==> config.mk <==
export PLATFORM = sky130hd
export DESIGN_NAME = fc_argmax_flat
export DESIGN_NICKNAME = d
export VERILOG_FILES = /design/src/verilog/lenet_pkg.sv /design/src/verilog/feature_if.sv /design/src/verilog/fc_argmax.sv /design/src/flat_wrapper.sv
export SDC_FILE = /design/constraint.sdc
export NUM_CORES = 1
export LEC_CHECK = 0
export CAP_MARGIN = 40
export CORE_MARGIN = 10
export CORE_UTILIZATION = 50
export CTS_CLUSTER_SIZE = 25
export DETAILED_ROUTE_END_ITERATION = 8
export DONT_BUFFER_PORTS = 1
export GPL_ROUTABILITY_DRIVEN = 0
export PLACE_DENSITY_LB_ADDON = 0.05
export RECOVER_POWER = 50
export SETUP_SLACK_MARGIN = 0.2
export SKIP_LAST_GASP = 1
export SLEW_MARGIN = 10
export SYNTH_ARGS = -nofsm -noshare
export SYNTH_HDL_FRONTEND = slang
export SYNTH_SLANG_ARGS = --single-unit
==> constraint.sdc <==
create_clock -name clk -period 7.55 [get_ports clk]
set_input_delay 1.51 -clock clk [delete_from_list [all_inputs] [get_ports clk]]
set_output_delay 1.51 -clock clk [all_outputs]
set_load 0.01 [all_outputs]
==> src/verilog/lenet_pkg.sv <==
`default_nettype none

package lenet_pkg;

	// image and layer geometry
	localparam int IMAGE_SIZE   = 12;
	localparam int IMAGE_PIXELS = IMAGE_SIZE * IMAGE_SIZE;
	localparam int KERNEL       = 5;
	localparam int KERNEL_TAPS  = KERNEL * KERNEL;
	localparam int CONV_SIZE    = IMAGE_SIZE - KERNEL + 1; // valid conv, stride 1
	localparam int POOL_SIZE    = CONV_SIZE / 2;           // 2x2 max pool
	localparam int C1_MAPS      = 2;
	localparam int FEATURES     = C1_MAPS * POOL_SIZE * POOL_SIZE;
	localparam int CLASSES      = 10;

	localparam int FRAC_BITS = 8; // q8.8 pixels and weights

	// coefficient memory regions
	localparam int CONV_W_BASE  = 0;
	localparam int CONV_B_BASE  = CONV_W_BASE + C1_MAPS * KERNEL_TAPS;
	localparam int FC_W_BASE    = CONV_B_BASE + C1_MAPS;
	localparam int FC_B_BASE    = FC_W_BASE + CLASSES * FEATURES;
	localparam int WEIGHT_DEPTH = FC_B_BASE + CLASSES;

	typedef logic signed [15:0] pixel_t;  // pixel or pooled feature
	typedef logic signed [15:0] weight_t;
	typedef logic signed [31:0] acc_t;    // wraps, no saturation
	typedef logic [7:0]         pix_addr_t;
	typedef logic [8:0]         weight_addr_t;
	typedef logic [4:0]         feat_addr_t;
	typedef logic [3:0]         digit_t;

	// top level sequencing
	typedef enum logic [2:0] {
		ST_IDLE,
		ST_LOAD,
		ST_CONV,
		ST_CLASSIFY,
		ST_DONE
	} ctrl_state_t;

endpackage

`default_nettype wire

==> src/verilog/feature_if.sv <==
`timescale 1ns/1ps
`default_nettype none

// pooled features, conv engine to classifier
interface feature_if import lenet_pkg::*; ();

	logic       feat_we;   // one strobe per feature
	feat_addr_t feat_addr; // map*16 + row*4 + col
	pixel_t     feat_data;
	logic       feat_last; // with the final write

	modport conv (output feat_we, feat_addr, feat_data, feat_last);
	modport fc (input feat_we, feat_addr, feat_data, feat_last);

endinterface

`default_nettype wire

==> src/verilog/fc_argmax.sv <==
`timescale 1ns/1ps
`default_nettype none

module fc_argmax import lenet_pkg::*; (
	input  logic         clk,
	input  logic         rst,
	input  logic         fc_start,
	feature_if.fc        feat,
	output weight_addr_t coef_addr,
	input  weight_t      coef_data,
	output digit_t       digit,
	output logic         fc_done
);

	typedef enum logic [1:0] {
		F_IDLE,
		F_MAC,
		F_BIAS,
		F_CMP
	} fc_state_t;

	fc_state_t  state;
	pixel_t     feat_buf [FEATURES];
	pixel_t     feat_q;   // lines up with coef_data
	digit_t     cls;
	digit_t     best_idx;
	feat_addr_t fidx;
	logic       mac_vld;
	acc_t       acc;
	acc_t       prod;
	acc_t       score;
	acc_t       best_score;
	logic       take;
	logic       last_cls;

	always_ff @(posedge clk) begin
		if (feat.feat_we)
			feat_buf[feat.feat_addr] <= feat.feat_data;
	end

	always_comb begin
		prod     = feat_q * coef_data;
		score    = acc + (acc_t'(coef_data) <<< FRAC_BITS); // bias in q8.8 x q8.8 scale
		take     = (cls == '0) || (score > best_score); // strict, lowest index wins ties
		last_cls = (cls == CLASSES - 1);
		if (state == F_BIAS)
			coef_addr = weight_addr_t'(FC_B_BASE + cls);
		else
			coef_addr = weight_addr_t'(FC_W_BASE + cls * FEATURES + fidx);
	end

	assign fc_done = (state == F_CMP) && last_cls; // digit updates on this edge

	always_ff @(posedge clk) begin
		if (!rst) begin
			state   <= F_IDLE;
			cls     <= '0;
			fidx    <= '0;
			mac_vld <= 1'b0;
			digit   <= '0;
		end else begin
			mac_vld <= (state == F_MAC);
			case (state)
				F_IDLE: begin
					if (fc_start) begin
						state <= F_MAC;
						cls   <= '0;
						fidx  <= '0;
					end
				end
				F_MAC: begin
					fidx <= fidx + 1'b1; // wraps back to 0
					if (fidx == FEATURES - 1)
						state <= F_BIAS;
				end
				F_BIAS: state <= F_CMP;
				F_CMP: begin
					if (last_cls) begin
						digit <= take ? cls : best_idx;
						state <= F_IDLE;
					end else begin
						cls   <= cls + 1'b1;
						state <= F_MAC;
					end
				end
				default: state <= F_IDLE;
			endcase
		end
	end

	always_ff @(posedge clk) begin
		feat_q <= feat_buf[fidx];
		if ((state == F_IDLE) || (state == F_CMP))
			acc <= '0;
		else if (mac_vld)
			acc <= acc + prod;
		if ((state == F_CMP) && take) begin
			best_score <= score;
			best_idx   <= cls;
		end
	end

	// classifier starts right after the last feature lands
	a_start_after_last: assert property (
		@(posedge clk) disable iff (!rst) feat.feat_last |=> fc_start
	);

endmodule

`default_nettype wire

==> src/flat_wrapper.sv <==
// flat-port wrapper written by rule: the top's interface ports become plain ports
module fc_argmax_flat import lenet_pkg::*;
  (clk, rst, fc_start, coef_addr, coef_data, digit, fc_done, feat_feat_we, feat_feat_addr, feat_feat_data, feat_feat_last);
  feature_if feat_i ();
  input  logic clk;
  input  logic rst;
  input  logic fc_start;
  output weight_addr_t coef_addr;
  input  weight_t coef_data;
  output digit_t digit;
  output logic fc_done;
  input wire logic [$bits(feat_i.feat_we)-1:0] feat_feat_we;
  input wire logic [$bits(feat_i.feat_addr)-1:0] feat_feat_addr;
  input wire logic [$bits(feat_i.feat_data)-1:0] feat_feat_data;
  input wire logic [$bits(feat_i.feat_last)-1:0] feat_feat_last;
  assign feat_i.feat_we = feat_feat_we;
  assign feat_i.feat_addr = feat_feat_addr;
  assign feat_i.feat_data = feat_feat_data;
  assign feat_i.feat_last = feat_feat_last;
  fc_argmax u_core (.clk(clk), .rst(rst), .fc_start(fc_start), .feat(feat_i), .coef_addr(coef_addr), .coef_data(coef_data), .digit(digit), .fc_done(fc_done));
endmodule
======== Word-level counts from Yosys, hierarchy flattened ========
Memory sizes are Yosys's and may differ from the RTL's. A register that Yosys moved wholly into a read port is not among the register bits.
Cells that the tools add are included.
operators by class
  reduce and logical (&&, ||, !) cells .... 12
  magnitude comparators ................... 1
  multiplexer cells ....................... 13
  $mul .................................... 1
  $add $sub $neg .......................... 7
  equal/unequal tests ..................... 8
operators by type and width
  operator                                     number
  adder 32 x 24 -> 32 bit                      1
  adder 32 bit                                 1
  greater-than comparator 32 bit               1
  multiplier 16 x 16 -> 32 bit                 1
  2-to-1 mux 4 bit                             3
  one-hot mux 5 bit (2 select lines)           1
  adder 6 x 9 -> 9 bit, first input constant   1
  adder 9 x 4 -> 9 bit, first input constant   1
  adder 9 x 5 -> 9 bit                         1
  2-to-1 mux 9 bit                             1
  one-hot mux 2 bit (4 select lines)           1
  one-hot mux 4 bit (2 select lines)           1
  != test 2 bit, second input constant         3
  AND reduction 2 bit                          3
  adder 5 x 1 -> 5 bit, second input constant  1
  equality test 5 bit, second input constant   1
  2-to-1 mux 5 bit                             1
  adder 4 x 1 -> 4 bit, second input constant  1
  equality test 2 bit, second input constant   2
  equality test 4 bit, second input constant   1
  zero test 4 bit                              1
  2-to-1 mux 2 bit                             2
  nonzero test 2 bit                           2
  2-to-1 mux 1 bit                             3
  other kinds (5)                              7
word-level totals
  memories kept ........................... 1
  bits in registers ....................... 84
  output and inout port bits .............. 14
  RAM bits ................................ 512
  bits of input ports ..................... 42
  word-level logic and storage cells ...... 51
memory list
  memory           words  width  read ports  clocked after Yosys merged registers in  write ports  line             text
  u_core.feat_buf  32     16     1           1                                        1            fc_argmax.sv:23  pixel_t feat_buf [FEATURES];

======== Logic depth before layout (Yosys ltp) ========
Gate-level depths: netlist of the first run.
  depth in word-level cells ............... 4
  mapped depth ............................ 23
  depth with buffers taken out ............ 22

======== Worst setup path after synthesis of the first run ========
Ideal clock, no wire load.
  kind .................................... input-to-reg
  start ................................... in coef_data[1]
  end ..................................... reg u_core.acc[30]
  required time ........................... 7.425 ns
  cell stages on the path ................. 22
  path buffers ............................ 1
  library setup time ...................... 0.125 ns
  arrival ................................. 7.178 ns
  path slack .............................. 0.247 ns
  cells stage by stage .................... clkbuf_1 nand2_1 inv_1 fa_1 inv_1 fa_1 inv_1 fa_1 fa_1 fa_1 inv_1 fa_1 inv_1 ha_1 or3_1 a41oi_1 inv_1 o21ai_0 o2111ai_1 a41o_1 xnor2_1 o21ai_0
between the ends
  cells in the longest elaborated chain, start to end .. 2
RTL lines
  what                          line               text
  start: declaration            flat_wrapper.sv:9  input weight_t coef_data;
  multiplier 16 x 16 -> 32 bit  fc_argmax.sv:42    prod = feat_q * coef_data;
  adder 32 bit                  fc_argmax.sv:96    acc <= acc + prod;
  end signal: assignment        fc_argmax.sv:96
  end: declaration              fc_argmax.sv:29    acc_t acc;
Every way passes these cells.
A chain may end at the register's enable or synchronous reset.

======== Worst setup path in the final report of the first run ========
  start ................................... reg u_core.feat_q[6], read port of u_core.feat_buf
  end ..................................... reg u_core.acc[27]
between the ends
  cells in the longest elaborated chain, start to end .. 2
RTL lines
  what                          line             text
  start: declaration            fc_argmax.sv:24  pixel_t feat_q;
  multiplier 16 x 16 -> 32 bit  fc_argmax.sv:42
  adder 32 bit                  fc_argmax.sv:96
Every way passes these cells.

==> flow_metrics.env, run 1 <==
export IMPL_postSynthAreaPerCell_um2=14.31
export IMPL_fin_nets=3062
export IMPL_violations="max-capacitance violations, max-slew violations"
export IMPL_first_pass_iters=4
export IMPL_final_max_slew_viol_count=50
export IMPL_grt_usage=0.2001
export IMPL_yosysTopAreaCellShare=0.4588
export IMPL_clock_sinks=612
export IMPL_via_per_inst=5.520
export IMPL_core_um2=71240
export IMPL_initial_utilization=0.5035
export IMPL_drive_gt1_frac=0.1471
export IMPL_final_antenna_net_count=0
export IMPL_drtIter0Drc=1060
export IMPL_finish_utilization=0.5516
export IMPL_critPathRequiredTime_ps=8030
export IMPL_die_area_um2=82850
export IMPL_cts_tree="built"
export IMPL_finalNonFillerCells=3561
export IMPL_ys_flop_type="edfxtp_1"
export IMPL_port_buffer_count=0
export IMPL_cap_violations=1
export IMPL_root_buffer="clkbuf_16"
export IMPL_pin_count=56
export IMPL_dp_cells=3449
export IMPL_cts_resized=0
export IMPL_fin_crit_sh=0.9214
export IMPL_timing_hold_ws_ps=521.4
export IMPL_syn_inst=2507
export IMPL_clk_pin_slew_ps=60
export IMPL_grt_setup_unrepaired="false"
export IMPL_ys_seq_area_frac=0.4945
export IMPL_end_kind="flop"
export IMPL_die_y_um=287.8
export IMPL_synth_area_top_cells="edfxtp_1 (46%), fa_1 (16%), mux4_2 (10%)"
export IMPL_setup_violations=0
export IMPL_synth_edf_count=548
export IMPL_hpwl_um=55570
export IMPL_cp_start_kind="flop"
export IMPL_hold_buffers=0
export IMPL_wl_per_cell_um=22.53
export IMPL_syn_area_um2=35870
export IMPL_grt_max_degree=77
export IMPL_clk_latency_ps=620
export IMPL_cp_arrival_ps=7440
export IMPL_path_max_fanout=16
export IMPL_ys_seq_elements=612
export IMPL_yosysUniqueCellTypes=64
export IMPL_reg2reg_slack_ps=590
export IMPL_cts_made_buffers=59
export IMPL_grt_pass1_wl_um=126500
export IMPL_hp_class="flop to flop"
export IMPL_tightest_slew_ps=2506
export IMPL_clk_path_buf_depth=3
export IMPL_die_width_um=287.8
export IMPL_yosysMostFrequentCell="edfxtp_1"
export IMPL_synth_commonest_cells="edfxtp_1 (548), inv_1 (388), fa_1 (293)"
export IMPL_grt_pass1_vias=21478
export IMPL_route_detailed_drc=0
export IMPL_grt_antenna_before_repair=2
export IMPL_relSlewSlack=-0.6708
export IMPL_skew_ps=34.31
export IMPL_criticalPathCategory="flop to flop"
export IMPL_vias=19657
export IMPL_cts_setup_buffers=0
export IMPL_status="finished with violations"
export IMPL_async_flop_share=0
export IMPL_rows=98
export IMPL_h_tree_depth=2
export IMPL_ys_warn_count=0
export IMPL_fin_tns_setup_ps=0
export IMPL_max_freq_mhz=143.7
export IMPL_fin_crit_ps=6957
export IMPL_grt_ovfl_total=0
export IMPL_wl_um=80240
export IMPL_yosysTopAreaCell="edfxtp_1"
export IMPL_syn2layout_area_growth_pct=9.558
export IMPL_synth_nets=3009
export IMPL_hold_viol=0
==> worst max-delay path: stages (launching register included) <==
cell and delay [ps]:
dfxtp_1 910, nand2_1 170, fa_1 540, inv_1 50
fa_1 510, inv_1 60, fa_1 540, inv_1 50
fa_1 480, fa_1 500, inv_1 60, fa_1 480
inv_1 40, ha_1 340, o211ai_1 110, a2111oi_0 560
buf_4 200, o211ai_1 110, buf_4 190, and2_1 140
and2_1 170, o21ai_1 190, a311oi_1 140, a221o_1 270
==> state kept, by name, summed over array words and instances (netlist names) <==
name	count
u_core.feat_q	16
u_core.best_score	32
u_core.digit	4
u_core.cls	4
u_core.acc	32
u_core.mac_vld	1
u_core.state	2
u_core.best_idx	4
u_core.feat_buf	512
u_core.fidx	5
==> layout make-up <==
cell class / count / area [µm²]
Clock inverter: 41 / 362.8
Clock buffer: 70 / 1518
Sequential cell: 612 / 17740
Tap cell: 950 / 1189
Antenna cell: 1 / 2.502
Timing Repair Buffer: 75 / 593.1
Inverter: 388 / 1456
Fill cell: 5880 / 31950
Multi-Input combinational cell: 1424 / 16430
==> layout by cell type (no fill, tap or decap), types with 46 or more instances in the layout <==
cell / instances
buf_4: 65
mux4_2: 160
ha_1: 167
a21oi_1: 46
nor2_1: 78
clkbuf_16: 59
fa_1: 293
inv_1: 388
dfxtp_1: 61
xnor2_1: 46
and2_1: 133
nand2_1: 160
edfxtp_1: 548
==> cells by family after synthesis <==
kind of cell | after synthesis | share of synthesized area
AO/OA/AOI/OAI | 191 | 0.03618
XOR/XNOR | 61 | 0.01490
adder cells (fa/ha/maj) | 460 | 0.2218
buffers and inverters | 471 | 0.04961
flip-flops | 612 | 0.4945
multiplexers | 205 | 0.1137
AND/OR/NAND/NOR | 507 | 0.06932
==> path summary, 6_finish.rpt <==
| check | from | to | depth (start not counted) |
|---|---|---|---|
| setup / recovery | u_core.feat_q[6] | u_core.acc[27] | 23 |
| hold / removal | u_core.acc[26] | u_core.acc[26] | 2 |
| setup reg to reg | u_core.feat_q[6] | u_core.acc[27] | 23 |
| hold reg to reg | u_core.acc[26] | u_core.acc[26] | 2 |
==> layer usage <==
layer / vias up / GRT usage / share of wire
met5: - / 0 / 0
met4: 0 / 0.04323 / 0.018
met3: 101 / 0.02972 / 0.041
met2: 333 / 0.3601 / 0.53
met1: 10342 / 0.2530 / 0.41
li1: 8881 / - / -
==> through the flow <==
step | setup slack [ps] | area [µm²]
finish | 593.3 | 39300
global route | 257.7 | 39290
CTS | 606.6 | 39320
detailed placement | 119.5 | 37440
global placement | 85.87 | 37380
floorplan | 247.0 | 35870
Power of run 1 is left out: the tool's default activity adds up to more than one toggle a clock period on the data nets, which glitch-free logic cannot reach.
==> inputs of run 2 (changes only) <==
Settings changed: CORE_MARGIN 10 to 2.
Clock period 7.55 ns to 7.17 ns, I/O delays scaled along.
==> flow_metrics.env, run 2 (same netlist as run 1, synthesis figures left out) <==
export IMPL_hold_buffers=0
export IMPL_grt_usage=0.2239
export IMPL_skew_ps=36.71
export IMPL_core_um2=71240
export IMPL_critPathRequiredTime_ps=7660
export IMPL_cpPeakStageDelay_ps=620
export IMPL_relSlewSlack=-1.024
export IMPL_grt_ovfl_total=0
export IMPL_cts_made_buffers=60
export IMPL_die_y_um=271.8
export IMPL_grt_setup_unrepaired="false"
export IMPL_grt_antenna_before_repair=0
export IMPL_fin_crit_sh=0.9515
export IMPL_critPathSlowestCell="a2111oi_1"
export IMPL_top_register="u_core.feat_buf"
export IMPL_reg_top3="u_core.feat_buf: 512 flops, u_core.acc: 32 flops, u_core.best_score: 32 flops"
export IMPL_cp_num_buf_inv=6
export IMPL_grt_use_met1=0.2950
export IMPL_cts_setup_buffers=0
export IMPL_fin_nets=3085
export IMPL_status="finished with violations"
export IMPL_setup_violations=0
export IMPL_final_max_slew_viol_count=55
export IMPL_gr_usage_met2=0.3980
export IMPL_clk_latency_ps=640
export IMPL_hold_viol=0
export IMPL_timing_final_ws_setup_ps=347.6
export IMPL_finish_utilization=0.5585
export IMPL_clk_pin_slew_ps=60
export IMPL_max_freq_mhz=146.6
export IMPL_use_met3=0.02574
export IMPL_h_tree_depth=2
export IMPL_die_width_um=271.8
export IMPL_violations="max-capacitance violations, max-slew violations"
export IMPL_grt_max_degree=117
export IMPL_tightest_slew_ps=3036
export IMPL_root_buffer="clkbuf_16"
export IMPL_grt_pass1_wl_um=124900
export IMPL_clk_path_buf_depth=3
export IMPL_crit_top_cell="fa_1"
export IMPL_hpwl_um=54660
export IMPL_port_buffer_count=0
export IMPL_drtIter0Drc=1243
export IMPL_drive_gt1_frac=0.1617
export IMPL_pin_count=56
export IMPL_fin_tns_setup_ps=0
export IMPL_wl_per_cell_um=22.31
export IMPL_route_detailed_drc=0
export IMPL_vias=19922
export IMPL_fin_crit_ps=6822
export IMPL_layout_common_cells="edfxtp_1 (548), inv_1 (386), fa_1 (292)"
export IMPL_rows=98
export IMPL_path_max_fanout=18
export IMPL_fillers=5841
export IMPL_layout_cells_most_common="edfxtp_1"
export IMPL_crit_chain="nand2_2, buf_4, fa_1, fa_1, fa_1, inv_1, fa_1, fa_1, inv_1, fa_1, inv_1, ha_1, o211ai_1, a2111oi_1, buf_4, o211ai_1, buf_4, and2_1, and2_1, o21ai_1, a311oi_1, a221o_1"
export IMPL_first_pass_iters=5
export IMPL_wl_um=80050
export IMPL_clock_sinks=612
export IMPL_cp_arrival_ps=7320
export IMPL_end_kind="flop"
export IMPL_cap_violations=2
export IMPL_final_antenna_net_count=0
export IMPL_syn2layout_area_growth_pct=10.93
export IMPL_via_per_inst=5.552
export IMPL_largest_reg_flops=512
export IMPL_cts_tree="built"
export IMPL_hp_class="flop to flop"
export IMPL_grt_busiest_layer="met2"
export IMPL_criticalPathCategory="primary input to flop"
export IMPL_initial_utilization=0.5035
export IMPL_die_area_um2=73890
export IMPL_cp_start_kind="primary input"
export IMPL_dp_slack_ps=-322.3
export IMPL_grt_pass1_vias=21211
export IMPL_critPathTopFamily="adder cells"
==> run 2: changes by cell type in the layout (fill, tap and decap cells not counted), sizes merged <==
cell      before  now
buf           69   91
bufinv         5   10
clkbuf        76   79
clkinv        29   26
clkinvlp       5    3
diode          1    3
==> run 2: path summary, 6_finish.rpt <==
kind | startpoint | to | slack, ps | depth (start not counted)
setup / recovery | coef_data[1] | u_core.acc[27] | 350 | 22
hold / removal | u_core.acc[0] | u_core.best_score[0] | 510 | 0
setup reg to reg | u_core.feat_q[3] | u_core.acc[27] | 420 | 20
hold reg to reg | u_core.acc[0] | u_core.best_score[0] | 510 | 0
==> run 2: cell type report <==
type	instances	area [µm²]	area share
Timing Repair Buffer	97	843.3	0.02120
Inverter	388	1456	0.03661
Tap cell	950	1189	0.02988
Multi-Input combinational cell	1424	16440	0.4133
Clock inverter	41	518.0	0.01302
Clock buffer	73	1580	0.03972
Sequential cell	612	17750	0.4461
Antenna cell	3	7.507	0.0001887
==> run 2: worst register-to-register path: cells and delay by family, from the launching register on <==
family	cells	cell delay, ps
DFF	1	890
and+or+nand+nor	3	600
adders and majority gates	7	3210
AOI/OAI and AO/OA	6	1430
buffers and inverters	4	490
==> run 2: per-stage QoR <==
stage | std cells | hold slack, ps | cell area [µm²]
5_1_grt | 3585 | 529.0 | 39780
6_report | 3588 | 512.8 | 39790
3_5_place_dp | 3470 | 504.6 | 37680
2_1_floorplan | 2507 | 457.2 | 35880
4_1_cts | 3584 | 520.0 | 39780
3_3_place_gp | 3463 | 482.8 | 37540
==> run 2: timing repair <==
action                     4_1_cts  5_1_grt
cloned                           0        0
gates resized for setup          1        2
setup endpoints to repair        1        3
==> run 2: per-layer routing <==
| layer | share of wire | routed length [µm] |
|---|---|---|
| met5 | 0 | 0 |
| met4 | 0.021 | 1680 |
| met3 | 0.033 | 2667 |
| met2 | 0.52 | 41780 |
| met1 | 0.42 | 33920 |
Power of run 2 is left out for the same reason.
